File: config.mk
export PLATFORM = sky130hd
export DESIGN_NAME = csr_unit
export DESIGN_NICKNAME = d
export VERILOG_FILES = /design/src/rtl/csr_pkg.sv /design/src/rtl/csr_unit.sv /design/src/rtl/csr_read_irq.sv /design/src/rtl/csr_scratch.sv /design/src/rtl/csr_timer.sv /design/src/rtl/csr_trap_regs.sv /design/src/rtl/csr_addr_decode.sv
export SDC_FILE = /design/constraint.sdc
export NUM_CORES = 1
export LEC_CHECK = 0
export ABC_CLOCK_PERIOD_IN_PS = 3300
export BUFFER_PORTS_ARGS = -buffer_cell sky130_fd_sc_hd__buf_4
export CAP_MARGIN = 20
export CELL_PAD_IN_SITES_DETAIL_PLACEMENT = 1
export CELL_PAD_IN_SITES_GLOBAL_PLACEMENT = 1
export CORE_UTILIZATION = 42
export CTS_CLUSTER_DIAMETER = 50
export DETAILED_ROUTE_END_ITERATION = 8
export GPL_TIMING_DRIVEN = 0
export PLACE_DENSITY_LB_ADDON = 0.1
export SLEW_MARGIN = 10
export SYNTH_ARGS = -nofsm -noshare
export SYNTH_HDL_FRONTEND = slang
export SYNTH_SLANG_ARGS = --single-unit
File: constraint.sdc
create_clock -name clk -period 3.3 [get_ports clk]
set_input_delay 0.495 -clock clk [delete_from_list [all_inputs] [get_ports clk]]
set_output_delay 0.495 -clock clk [all_outputs]
set_load 0.01 [all_outputs]
File: src/rtl/csr_pkg.sv
package csr_pkg;

    localparam int CSR_ADDR_W = 14;
    localparam int XLEN       = 32;
    localparam int INT_BITS   = 13;
    localparam int SAVE_NUM   = 4;

    typedef logic [XLEN-1:0] csr_word_t;

    // Register address map
    localparam logic [CSR_ADDR_W-1:0] CSR_CRMD   = 14'h000;
    localparam logic [CSR_ADDR_W-1:0] CSR_PRMD   = 14'h001;
    localparam logic [CSR_ADDR_W-1:0] CSR_ECFG   = 14'h004;
    localparam logic [CSR_ADDR_W-1:0] CSR_ESTAT  = 14'h005;
    localparam logic [CSR_ADDR_W-1:0] CSR_ERA    = 14'h006;
    localparam logic [CSR_ADDR_W-1:0] CSR_BADV   = 14'h007;
    localparam logic [CSR_ADDR_W-1:0] CSR_EENTRY = 14'h00C;
    localparam logic [CSR_ADDR_W-1:0] CSR_SAVE0  = 14'h030;
    localparam logic [CSR_ADDR_W-1:0] CSR_SAVE1  = 14'h031;
    localparam logic [CSR_ADDR_W-1:0] CSR_SAVE2  = 14'h032;
    localparam logic [CSR_ADDR_W-1:0] CSR_SAVE3  = 14'h033;
    localparam logic [CSR_ADDR_W-1:0] CSR_TCFG   = 14'h041;
    localparam logic [CSR_ADDR_W-1:0] CSR_TVAL   = 14'h042;
    localparam logic [CSR_ADDR_W-1:0] CSR_TICLR  = 14'h044;

    localparam csr_word_t CRMD_RESET      = 32'h0000_0008;
    localparam csr_word_t ECFG_LIE_MASK   = 32'h0000_1BFF;
    localparam csr_word_t ESTAT_SOFT_MASK = 32'h0000_0003;
    localparam csr_word_t EENTRY_MASK     = 32'hFFFF_FFC0;
    localparam csr_word_t TCFG_MASK       = 32'hFFFF_FFFF;

    // Field positions
    localparam int CRMD_PLV_LSB     = 0;
    localparam int CRMD_IE          = 2;
    localparam int CRMD_DA          = 3;
    localparam int CRMD_PG          = 4;
    localparam int CRMD_DATF_LSB    = 5;
    localparam int CRMD_DATM_LSB    = 7;
    localparam int PRMD_PPLV_LSB    = 0;
    localparam int PRMD_PIE         = 2;
    localparam int ESTAT_HW_LSB     = 2;
    localparam int ESTAT_TI         = 11;
    localparam int ESTAT_ECODE_LSB  = 16;
    localparam int ESTAT_ESUB_LSB   = 22;
    localparam int TCFG_EN          = 0;
    localparam int TCFG_PERIODIC    = 1;
    localparam int TCFG_INITVAL_LSB = 2;

    typedef struct packed {
        logic                  en;
        logic [CSR_ADDR_W-1:0] addr;
        logic                  wen;
        csr_word_t             wdata;
    } csr_access_t;

    // Hardware side of exception entry and return
    typedef struct packed {
        logic       exception;
        logic       ertn;
        logic       ecode_we;
        logic [6:0] ecode;
        logic       era_we;
        csr_word_t  era;
        logic       badv_we;
        csr_word_t  badv;
    } trap_event_t;

    typedef struct packed {
        logic                crmd;
        logic                prmd;
        logic                ecfg;
        logic                estat;
        logic                era;
        logic                badv;
        logic                eentry;
        logic [SAVE_NUM-1:0] save;
        logic                tcfg;
        logic                tval;
        logic                ticlr;
    } csr_sel_t;

endpackage
File: src/rtl/csr_unit.sv
module csr_unit (
    input  logic                 clk,
    input  logic                 aresetn,
    input  csr_pkg::csr_access_t access,
    input  csr_pkg::trap_event_t trap,
    input  logic [7:0]           hw_int,
    output csr_pkg::csr_word_t   rdata,
    output csr_pkg::csr_word_t   crmd,
    output csr_pkg::csr_word_t   era,
    output csr_pkg::csr_word_t   eentry,
    output logic                 irq,
    output logic                 wake
);
    import csr_pkg::*;

    csr_sel_t                 sel;
    csr_sel_t                 wr;
    csr_word_t                prmd;
    csr_word_t                ecfg;
    csr_word_t                estat;
    csr_word_t                badv;
    csr_word_t                tcfg;
    csr_word_t                tval;
    csr_word_t [SAVE_NUM-1:0] save;
    logic                     timer_int;

    csr_addr_decode i_csr_addr_decode (
        .access (access),
        .sel    (sel),
        .wr     (wr)
    );

    csr_trap_regs i_csr_trap_regs (
        .clk       (clk),
        .aresetn   (aresetn),
        .wr        (wr),
        .wdata     (access.wdata),
        .trap      (trap),
        .hw_int    (hw_int),
        .timer_int (timer_int),
        .crmd      (crmd),
        .prmd      (prmd),
        .ecfg      (ecfg),
        .estat     (estat),
        .era       (era),
        .badv      (badv),
        .eentry    (eentry)
    );

    csr_timer i_csr_timer (
        .clk       (clk),
        .aresetn   (aresetn),
        .wr        (wr),
        .wdata     (access.wdata),
        .tcfg      (tcfg),
        .tval      (tval),
        .timer_int (timer_int)
    );

    csr_scratch i_csr_scratch (
        .clk     (clk),
        .aresetn (aresetn),
        .wr      (wr),
        .wdata   (access.wdata),
        .save    (save)
    );

    csr_read_irq i_csr_read_irq (
        .sel    (sel),
        .crmd   (crmd),
        .prmd   (prmd),
        .ecfg   (ecfg),
        .estat  (estat),
        .era    (era),
        .badv   (badv),
        .eentry (eentry),
        .tcfg   (tcfg),
        .tval   (tval),
        .save   (save),
        .rdata  (rdata),
        .irq    (irq),
        .wake   (wake)
    );

endmodule

File: src/rtl/csr_read_irq.sv
module csr_read_irq (
    input  csr_pkg::csr_sel_t                          sel,
    input  csr_pkg::csr_word_t                         crmd,
    input  csr_pkg::csr_word_t                         prmd,
    input  csr_pkg::csr_word_t                         ecfg,
    input  csr_pkg::csr_word_t                         estat,
    input  csr_pkg::csr_word_t                         era,
    input  csr_pkg::csr_word_t                         badv,
    input  csr_pkg::csr_word_t                         eentry,
    input  csr_pkg::csr_word_t                         tcfg,
    input  csr_pkg::csr_word_t                         tval,
    input  csr_pkg::csr_word_t [csr_pkg::SAVE_NUM-1:0] save,
    output csr_pkg::csr_word_t                         rdata,
    output logic                                       irq,
    output logic                                       wake
);
    import csr_pkg::*;

    logic [INT_BITS-1:0] pending;

    // TICLR has no storage and reads as zero
    always_comb begin
        rdata = ({XLEN{sel.crmd}}   & crmd)
              | ({XLEN{sel.prmd}}   & prmd)
              | ({XLEN{sel.ecfg}}   & ecfg)
              | ({XLEN{sel.estat}}  & estat)
              | ({XLEN{sel.era}}    & era)
              | ({XLEN{sel.badv}}   & badv)
              | ({XLEN{sel.eentry}} & eentry)
              | ({XLEN{sel.tcfg}}   & tcfg)
              | ({XLEN{sel.tval}}   & tval);
        for (int i = 0; i < SAVE_NUM; i++) begin
            rdata = rdata | ({XLEN{sel.save[i]}} & save[i]);
        end
    end

    assign pending = estat[INT_BITS-1:0];

    // Idle ends on any pending source, enabled or not
    assign wake = |pending;
    assign irq  = crmd[CRMD_IE] && (|(ecfg[INT_BITS-1:0] & pending));

endmodule

File: src/rtl/csr_scratch.sv
module csr_scratch (
    input  logic                                     clk,
    input  logic                                     aresetn,
    input  csr_pkg::csr_sel_t                        wr,
    input  csr_pkg::csr_word_t                       wdata,
    output csr_pkg::csr_word_t [csr_pkg::SAVE_NUM-1:0] save
);
    import csr_pkg::*;

    // Plain storage for the exception handler
    always_ff @(posedge clk) begin
        if (!aresetn) begin
            save <= '0;
        end else begin
            for (int i = 0; i < SAVE_NUM; i++) begin
                if (wr.save[i]) begin
                    save[i] <= wdata;
                end
            end
        end
    end

endmodule

File: src/rtl/csr_timer.sv
module csr_timer (
    input  logic               clk,
    input  logic               aresetn,
    input  csr_pkg::csr_sel_t  wr,
    input  csr_pkg::csr_word_t wdata,
    output csr_pkg::csr_word_t tcfg,
    output csr_pkg::csr_word_t tval,
    output logic               timer_int
);
    import csr_pkg::*;

    logic      reload;
    logic      time_out;
    csr_word_t reload_val;

    // One extra count so that INITVAL 0 still fires
    assign reload_val = {tcfg[XLEN-1:TCFG_INITVAL_LSB], 2'b01};

    always_ff @(posedge clk) begin
        if (!aresetn) begin
            tcfg   <= '0;
            reload <= 1'b0;
        end else begin
            reload <= wr.tcfg;
            if (wr.tcfg) begin
                tcfg <= wdata & TCFG_MASK;
            end
        end
    end

    always_ff @(posedge clk) begin
        if (!aresetn) begin
            tval     <= '0;
            time_out <= 1'b0;
        end else if (tval == '0 || reload) begin
            time_out <= 1'b0;
            if (tcfg[TCFG_PERIODIC] || reload) begin
                tval <= reload_val;
            end
        end else if (tcfg[TCFG_EN]) begin
            tval     <= tval - 1'b1;
            time_out <= (tval == 32'd1);
        end
    end

    // Sticky until software writes TICLR
    always_ff @(posedge clk) begin
        if (!aresetn || wr.ticlr) begin
            timer_int <= 1'b0;
        end else if (time_out) begin
            timer_int <= 1'b1;
        end
    end

    assert property (@(posedge clk) disable iff (!aresetn)
        (!tcfg[TCFG_EN] && !reload && tval != '0) |=> tval == $past(tval))
        else $error("TVAL counted while the timer was disabled");

endmodule

File: src/rtl/csr_trap_regs.sv
module csr_trap_regs (
    input  logic                 clk,
    input  logic                 aresetn,
    input  csr_pkg::csr_sel_t    wr,
    input  csr_pkg::csr_word_t   wdata,
    input  csr_pkg::trap_event_t trap,
    input  logic [7:0]           hw_int,
    input  logic                 timer_int,
    output csr_pkg::csr_word_t   crmd,
    output csr_pkg::csr_word_t   prmd,
    output csr_pkg::csr_word_t   ecfg,
    output csr_pkg::csr_word_t   estat,
    output csr_pkg::csr_word_t   era,
    output csr_pkg::csr_word_t   badv,
    output csr_pkg::csr_word_t   eentry
);
    import csr_pkg::*;

    logic [1:0] plv;
    logic       ie;
    logic       da;
    logic       pg;
    logic [1:0] datf;
    logic [1:0] datm;
    logic [1:0] pplv;
    logic       pie;
    csr_word_t  estat_soft;
    logic [7:0] hw_int_q;
    logic [5:0] ecode;
    logic       esubcode;

    // CRMD, ertn wins over exception, exception over software
    always_ff @(posedge clk) begin
        if (!aresetn) begin
            plv  <= CRMD_RESET[CRMD_PLV_LSB +: 2];
            ie   <= CRMD_RESET[CRMD_IE];
            da   <= CRMD_RESET[CRMD_DA];
            pg   <= CRMD_RESET[CRMD_PG];
            datf <= CRMD_RESET[CRMD_DATF_LSB +: 2];
            datm <= CRMD_RESET[CRMD_DATM_LSB +: 2];
        end else if (trap.ertn) begin
            plv <= pplv;
            ie  <= pie;
        end else if (trap.exception) begin
            plv <= 2'd0;
            ie  <= 1'b0;
        end else if (wr.crmd) begin
            plv  <= wdata[CRMD_PLV_LSB +: 2];
            ie   <= wdata[CRMD_IE];
            datf <= wdata[CRMD_DATF_LSB +: 2];
            datm <= wdata[CRMD_DATM_LSB +: 2];
            // Only direct or paged, never both or neither
            if (wdata[CRMD_DA] ^ wdata[CRMD_PG]) begin
                da <= wdata[CRMD_DA];
                pg <= wdata[CRMD_PG];
            end
        end
    end

    always_ff @(posedge clk) begin
        if (!aresetn) begin
            pplv <= 2'd0;
            pie  <= 1'b0;
        end else if (trap.exception) begin
            pplv <= plv;
            pie  <= ie;
        end else if (wr.prmd) begin
            pplv <= wdata[PRMD_PPLV_LSB +: 2];
            pie  <= wdata[PRMD_PIE];
        end
    end

    always_ff @(posedge clk) begin
        if (!aresetn) begin
            estat_soft <= '0;
            hw_int_q   <= 8'd0;
            ecode      <= 6'd0;
            esubcode   <= 1'b0;
        end else begin
            hw_int_q <= hw_int;
            if (trap.ecode_we) begin
                ecode    <= trap.ecode[5:0];
                esubcode <= (trap.ecode[5:0] != 6'd0) && trap.ecode[6];
            end else if (wr.estat) begin
                estat_soft <= wdata & ESTAT_SOFT_MASK;
            end
        end
    end

    always_ff @(posedge clk) begin
        if (!aresetn) begin
            ecfg   <= '0;
            eentry <= '0;
            era    <= '0;
            badv   <= '0;
        end else begin
            if (wr.ecfg) begin
                ecfg <= wdata & ECFG_LIE_MASK;
            end
            if (wr.eentry) begin
                eentry <= wdata & EENTRY_MASK;
            end
            if (trap.era_we) begin
                era <= trap.era;
            end else if (wr.era) begin
                era <= wdata;
            end
            if (trap.badv_we) begin
                badv <= trap.badv;
            end else if (wr.badv) begin
                badv <= wdata;
            end
        end
    end

    always_comb begin
        crmd = '0;
        crmd[CRMD_PLV_LSB +: 2]  = plv;
        crmd[CRMD_IE]            = ie;
        crmd[CRMD_DA]            = da;
        crmd[CRMD_PG]            = pg;
        crmd[CRMD_DATF_LSB +: 2] = datf;
        crmd[CRMD_DATM_LSB +: 2] = datm;
        prmd = '0;
        prmd[PRMD_PPLV_LSB +: 2] = pplv;
        prmd[PRMD_PIE]           = pie;
        // IPI bit stays 0
        estat = estat_soft;
        estat[ESTAT_HW_LSB +: 8]    = hw_int_q;
        estat[ESTAT_TI]             = timer_int;
        estat[ESTAT_ECODE_LSB +: 6] = ecode;
        estat[ESTAT_ESUB_LSB +: 9]  = {8'd0, esubcode};
    end

    assert property (@(posedge clk) disable iff (!aresetn) !(trap.exception && trap.ertn))
        else $error("exception and ertn in the same cycle");

endmodule

File: src/rtl/csr_addr_decode.sv
module csr_addr_decode (
    input  csr_pkg::csr_access_t access,
    output csr_pkg::csr_sel_t    sel,
    output csr_pkg::csr_sel_t    wr
);
    import csr_pkg::*;

    logic wr_en;

    assign wr_en = access.en && access.wen;

    always_comb begin
        sel = '0;
        case (access.addr)
            CSR_CRMD:   sel.crmd    = 1'b1;
            CSR_PRMD:   sel.prmd    = 1'b1;
            CSR_ECFG:   sel.ecfg    = 1'b1;
            CSR_ESTAT:  sel.estat   = 1'b1;
            CSR_ERA:    sel.era     = 1'b1;
            CSR_BADV:   sel.badv    = 1'b1;
            CSR_EENTRY: sel.eentry  = 1'b1;
            CSR_SAVE0:  sel.save[0] = 1'b1;
            CSR_SAVE1:  sel.save[1] = 1'b1;
            CSR_SAVE2:  sel.save[2] = 1'b1;
            CSR_SAVE3:  sel.save[3] = 1'b1;
            CSR_TCFG:   sel.tcfg    = 1'b1;
            CSR_TVAL:   sel.tval    = 1'b1;
            CSR_TICLR:  sel.ticlr   = 1'b1;
            default: begin
                // Unmapped address selects nothing
                sel = '0;
            end
        endcase
    end

    // Write strobes only for an enabled write access
    always_comb begin
        wr = '0;
        if (wr_en) begin
            wr = sel;
        end
    end

endmodule

# Yosys cells after proc, flatten, opt, wreduce, memory -nomap -nowiden

Cells that the tools add are included.

Bits in registers: 326
Input port bits: 134
Output and inout port bits: 130
Word-level logic and storage cells: 126

Add/sub/neg operators: 1
Equal/unequal tests: 15
Mux-type cells: 32
Bitwise gates (word level): 31
Reduce and logical (&&, ||, !) cells: 22

Operator list:

| cell                    | count |
|---|---|
| $or A32 B32 Y32         | 12 |
| $and A32 B32 Y32        | 9 |
| $mux W32                | 7 |
| $eq A14 B3 Y1 const B   | 4 |
| $eq A14 B6 Y1 const B   | 4 |
| $eq A14 B7 Y1 const B   | 3 |
| $and A32 B13 Y32        | 1 |
| $and A32 B23 Y32        | 1 |
| $and A32 B3 Y32         | 1 |
| $and A32 B9 Y32         | 1 |
| $eq A32 B1 Y1 const B   | 1 |
| $logic_not A32 Y1       | 1 |
| $sub A32 B1 Y32 const B | 1 |
| $mux W1                 | 19 |
| $eq A14 B1 Y1 const B   | 1 |
| $eq A14 B4 Y1 const B   | 1 |
| $logic_not A14 Y1       | 1 |
| $mux W14                | 1 |
| $and A13 B12 Y13        | 1 |
| $reduce_or A13 Y1       | 1 |
| $reduce_or A11 Y1       | 1 |
| $mux W2                 | 5 |
| $reduce_bool A2 Y1      | 4 |
| $reduce_bool A6 Y1      | 1 |
| 11 further kinds        | 19 |

# Longest topological paths before layout

Word-level depth: 15
Depth in mapped cells: 11
Gate-level depth less buffers: 8

# Modules after synthesis

Synthesis repeated with hierarchy kept, for this count alone.

Cell total of the unflattened synthesis: 1852
Area, all modules: 17720.7 um^2

By module, submodules not included:

| module          | times used | cells an instance | area each (um^2) | seq. area each (um^2) |
|---|---|---|---|---|
| csr_trap_regs   | 1          | 675               | 6327.3           | 2622.5 |
| csr_scratch     | 1          | 414               | 4998.5           | 2562.5 |
| csr_timer       | 1          | 394               | 3474.6           | 1341.3 |
| csr_read_irq    | 1          | 309               | 2317.2           | 0.0 |
| csr_addr_decode | 1          | 60                | 603.1            | 0.0 |

# Worst setup path after synthesis

Ideal clock, no wire load.

Kind: input port to output port
Start point: in access[42] (netlist bit)
End point: out rdata[11]
Arrival: 2.603 ns
Slack: 0.202 ns
Cell stages on the path: 6
Cell sequence: nor4_1 nand4_1 nor3b_1 clkbuf_1 a22oi_1 nand4_1

Cells in the longest elaborated chain, start to end: 15

RTL lines:

| item                                               | RTL line                               | text |
|---|---|---|
| from (decl)                                        | csr_unit.sv:4                          | `input csr_pkg::csr_access_t access,` |
| $eq A14 B1 Y1 or $logic_not A14 Y1 (tied branches) | csr_addr_decode.sv:14                  | `case (access.addr)` |
| $mux W1                                            | csr_addr_decode.sv:14                  |  |
| $and A32 B3 Y32 or $and A32 B9 Y32 (tied branches) | csr_read_irq.sv:24, csr_read_irq.sv:23 |  |
| $or A32 B32 Y32                                    | csr_read_irq.sv:24                     | `\| ({XLEN{sel.prmd}} & prmd)` |
| $or A32 B32 Y32                                    | csr_read_irq.sv:25                     | `\| ({XLEN{sel.ecfg}} & ecfg)` |
| $or A32 B32 Y32                                    | csr_read_irq.sv:26                     | `\| ({XLEN{sel.estat}} & estat)` |
| $or A32 B32 Y32                                    | csr_read_irq.sv:27                     | `\| ({XLEN{sel.era}} & era)` |
| $or A32 B32 Y32                                    | csr_read_irq.sv:28                     | `\| ({XLEN{sel.badv}} & badv)` |
| $or A32 B32 Y32                                    | csr_read_irq.sv:29                     | `\| ({XLEN{sel.eentry}} & eentry)` |
| $or A32 B32 Y32                                    | csr_read_irq.sv:30                     | `\| ({XLEN{sel.tcfg}} & tcfg)` |
| $or A32 B32 Y32                                    | csr_read_irq.sv:31                     | `\| ({XLEN{sel.tval}} & tval);` |
| $or A32 B32 Y32 (3 in a row)                       | csr_read_irq.sv:33                     | `rdata = rdata \| ({XLEN{sel.save[i]}} & save[i]);` |
| $or A32 B32 Y32 (*)                                | csr_read_irq.sv:33                     |  |
| to (decl)                                          | csr_unit.sv:7                          | `output csr_pkg::csr_word_t rdata,` |

Mark *: on every way between the ends. The rest lies on a longest branch, timed or not.

# Final worst setup path

Start point: in access[35] (netlist bit)
End point: out rdata[30]

Same word-level chain as after synthesis.

==> metrics.md <==
| Metric | Value |
|---|---|
| DR pass1 iterations | 7 |
| Commonest non-fill, non-tap cells in the layout | nand2_1 (407), dfxtp_1 (326), buf_4 (251), a21oi_1 (223), clkbuf_1 (135) |
| Syn Area/Cell | 8.077 sq um |
| Outcome | finished with violations |
| Hold Slack | 158.2 ps |
| CP most frequent cell | buf_4 |
| Vias/cell | 6.408 |
| Die area | 0.03655 sq mm |
| CTS tree | yes |
| Share of cells above drive strength 1 | 0.1906 |
| Largest net degree at the start of global routing | 13 |
| Initial antenna violation count | 3 |
| Maximum vdd ir drop | 0.4078 mV |
| Post-synth top flop | dfxtp_1 |
| Routed Antenna Nets | 0 |
| Share of the synthesized area in the top cell type | 0.4342 |
| Core Footprint | 0.03488 sq mm |
| Sequential share of the synthesized area | 0.4342 |
| Power per cell area | 505.6 mW/mm^2 |
| Hold path startpoint | hw_int[3] |
| Slowest cell on crit path | a222oi_1 |
| Finished layout cell area | 0.01910 sq mm |
| Top cell type by total area after synthesis | dfxtp_1 |
| Final setup TNS | -77.21 ps |
| Placed Cells | 2549 |
| Synth area leaders | dfxtp_1 (43%), nand2_1 (10%), a21oi_1 (7.4%) |
| Slew headroom | 0.2127 |
| EDFF count, synth | 0 |
| Setup Viol. Count Final | 4 |
| Unique masters post-synth | 70 |
| 1st-iter DRT viols | 2310 |
| Critical path endpoint category | output pin |
| Hold depth | 2 |
| YS warnings | 0 |
| Most common cell after layout, fill and taps aside | nand2_1 |
| Post-synth ARST share | 0 |
| Post-synthesis instance total | 1861 |
| Clock buffer depth | 3 |
| Max Cap Viol | 0 |
| Synth Register Bits | 326 |
| Worst slack, placed | -1445 ps |
| CTS root buf | clkbuf_16 |
| Slew @ Worst Pin | 1172 ps |
| Max-slew violation count | 0 |
| Die X | 191.2 um |
| Area Growth Syn to Fin | 27.07% |
| CP startpoint kind | primary input |
| TritonCTS buffer count | 43 |
| N_diodes | 0 |
| Routability Congestion | 1.050 |
| Setup ws final | -24.44 ps |
| H-tree depth | 2 |
| GRT Residual Overflow | 0 |
| Core Util, Final | 0.5476 |
| Crit Path Category | in2out |
| Clk Latency, worst-skew pair | 550 ps |
| Crit Path Max Fanout | 10 |
| Worst R2R Path Depth | 9 |
| Final Skew | 15.63 ps |
| Slack of the worst reg-to-reg path | 110 ps |
| Layout Cells excl Fill | 2643 |
| Delay of the slowest cell on the worst path | 980 ps |
| Total GRT Usage | 0.4113 |
| Sink Count | 326 |
| WHS Endpoint | i_csr_trap_regs.hw_int_q[3] |
| Vias in the first global route | 16590 |
| # fillers | 4292 |
| Placed cell area | 0.01726 sq mm |
| Reg2reg end | i_csr_timer.tval[28] |
| Critical R2R Launch | i_csr_timer.tval[10] |
| Hold crit path type | in2reg |
| Routed wire length | 76.88 mm |
| Clock-pin slew on the worst setup and hold paths | 60 ps |
| I/O Buffers | 201 |
| Final Hold Vio Count | 0 |
| Ports | 264 |
| Violated checks | setup timing |
| DRC viols | 0 |
| Nets | 2291 |
| Starting Density | 0.4309 |
| DR WL/cell | 29.09 um |
| Post-synthesis cell area | 0.01503 sq mm |
| CP Cell Sequence | buf_4 -> nor3b_1 -> nand4_1 -> buf_4 -> nor2_4 -> clkbuf_2 -> a222oi_1 -> nand3_1 -> buf_4 |
| Post-detail-place hpwl | 56.92 mm |
| Leakage power | 6.892 nW |
| Overall power | 9.657 mW |
| Row count | 68 |
| Fmax | 300.8 MHz |
| Worst Path Arrival | 2830 ps |
| Die Y | 191.2 um |
| Vias | 16940 |
| Fin crit period | 3324 ps |
| Final period utilization | 1.007 |
| CTS Hold Bufs | 0 |
| First-pass GRT wire length | 109.4 mm |
| Crit path required time | 2800 ps |
## final cells by class
class,count,area [sq um],share of cell area
timing repair buffer,220,1659,0.08686
multi-input combinational,1348,7825,0.4097
inverter,11,41.29,0.002162
sequential,326,6526,0.3417
buffer,204,985.9,0.05162
tap,455,569.3,0.02980
clock inverter,14,172.7,0.009040
clock buffer,65,1321,0.06917
## sequential cells by signal, indices dropped and copies added, names as in the netlist, 6 cells and up
name                      flops
i_csr_trap_regs.ecode         6
i_csr_trap_regs.hw_int_q      8
i_csr_trap_regs.ecfg         12
i_csr_trap_regs.eentry       26
i_csr_scratch.save          128
i_csr_trap_regs.badv         32
i_csr_timer.tcfg             32
i_csr_timer.tval             32
i_csr_trap_regs.era          32
## layer usage
metal | track usage | vias up | part of all wire
li1 | - | 7218 | -
met1 | 0.5386 | 8370 | 0.39
met2 | 0.6409 | 1113 | 0.45
met3 | 0.09547 | 234 | 0.12
met4 | 0.1859 | 2 | 0.047
met5 | 0 | - | 0.00014
## cell usage after synthesis (4+ instances only)
library cell  number
a211oi_1          69
a21oi_1          223
a221oi_1          13
a222oi_1          64
a22o_1            11
a22oi_1           38
a31o_2             4
a31oi_1            4
and2_1            14
buf_2             12
buf_4             33
clkbuf_1         153
dfxtp_1          326
inv_1              8
mux2_2             9
mux2i_1           94
nand2_1          408
nand2b_1           5
nand3_1           39
nand4_1           24
nor2_1           142
nor3_1            31
nor3b_1            7
nor4_1            16
o211ai_1           4
o21ai_0           20
o22ai_1            8
or2_2              4
or3_1              6
or4_1              6
xor2_1             4
## critical path, delay by kind of cell
family	cells	cell delay (ps)
AND/OR/NAND/NOR	4	510
buffers and inverters	4	830
AO/OA/AOI/OAI	1	980
## worst max-delay path by stage
stage | start | end | slack (ps) | cells after the start
after floorplan | access[42] | rdata[11] | 200 | 6
after global placement | access[42] | rdata[28] | -2260 | 8
after detailed placement | access[42] | rdata[31] | -1450 | 8
after CTS | access[42] | rdata[4] | -8 | 8
after global routing | i_csr_timer.tval[15] | i_csr_timer.tval[28] | -3 | 9
final | access[35] | rdata[30] | -20 | 9
## repair_timing
| action | 4_1_cts | 5_1_grt |
|---|---|---|
| setup buffers | 8 | 7 |
| endpoints found under the setup margin | 104 | 44 |
| resized for setup | 55 | 23 |
| pin swaps | 5 | 9 |
## cells by family after synthesis
| kind of cell | Yosys count | share of synthesized area |
|---|---|---|
| XOR/XNOR | 5 | 0.002913 |
| buffers and inverters | 215 | 0.06442 |
| flip-flops | 326 | 0.4342 |
| adder cells (fa/ha/maj) | 3 | 0.002497 |
| AO/OA/AOI/OAI | 490 | 0.2207 |
| multiplexers | 104 | 0.07083 |
| other | 1 | 0.0002495 |
| AND/OR/NAND/NOR | 717 | 0.2042 |
## where the power goes
group	internal (mW)	total (mW)	switching, mW	leakage [nW]
clock network	3.01	4.93	1.92	0.729
logic	0.234	0.647	0.413	3.52
registers	4.00	4.08	0.0745	2.65
Power figures use the tool's default switching activity.
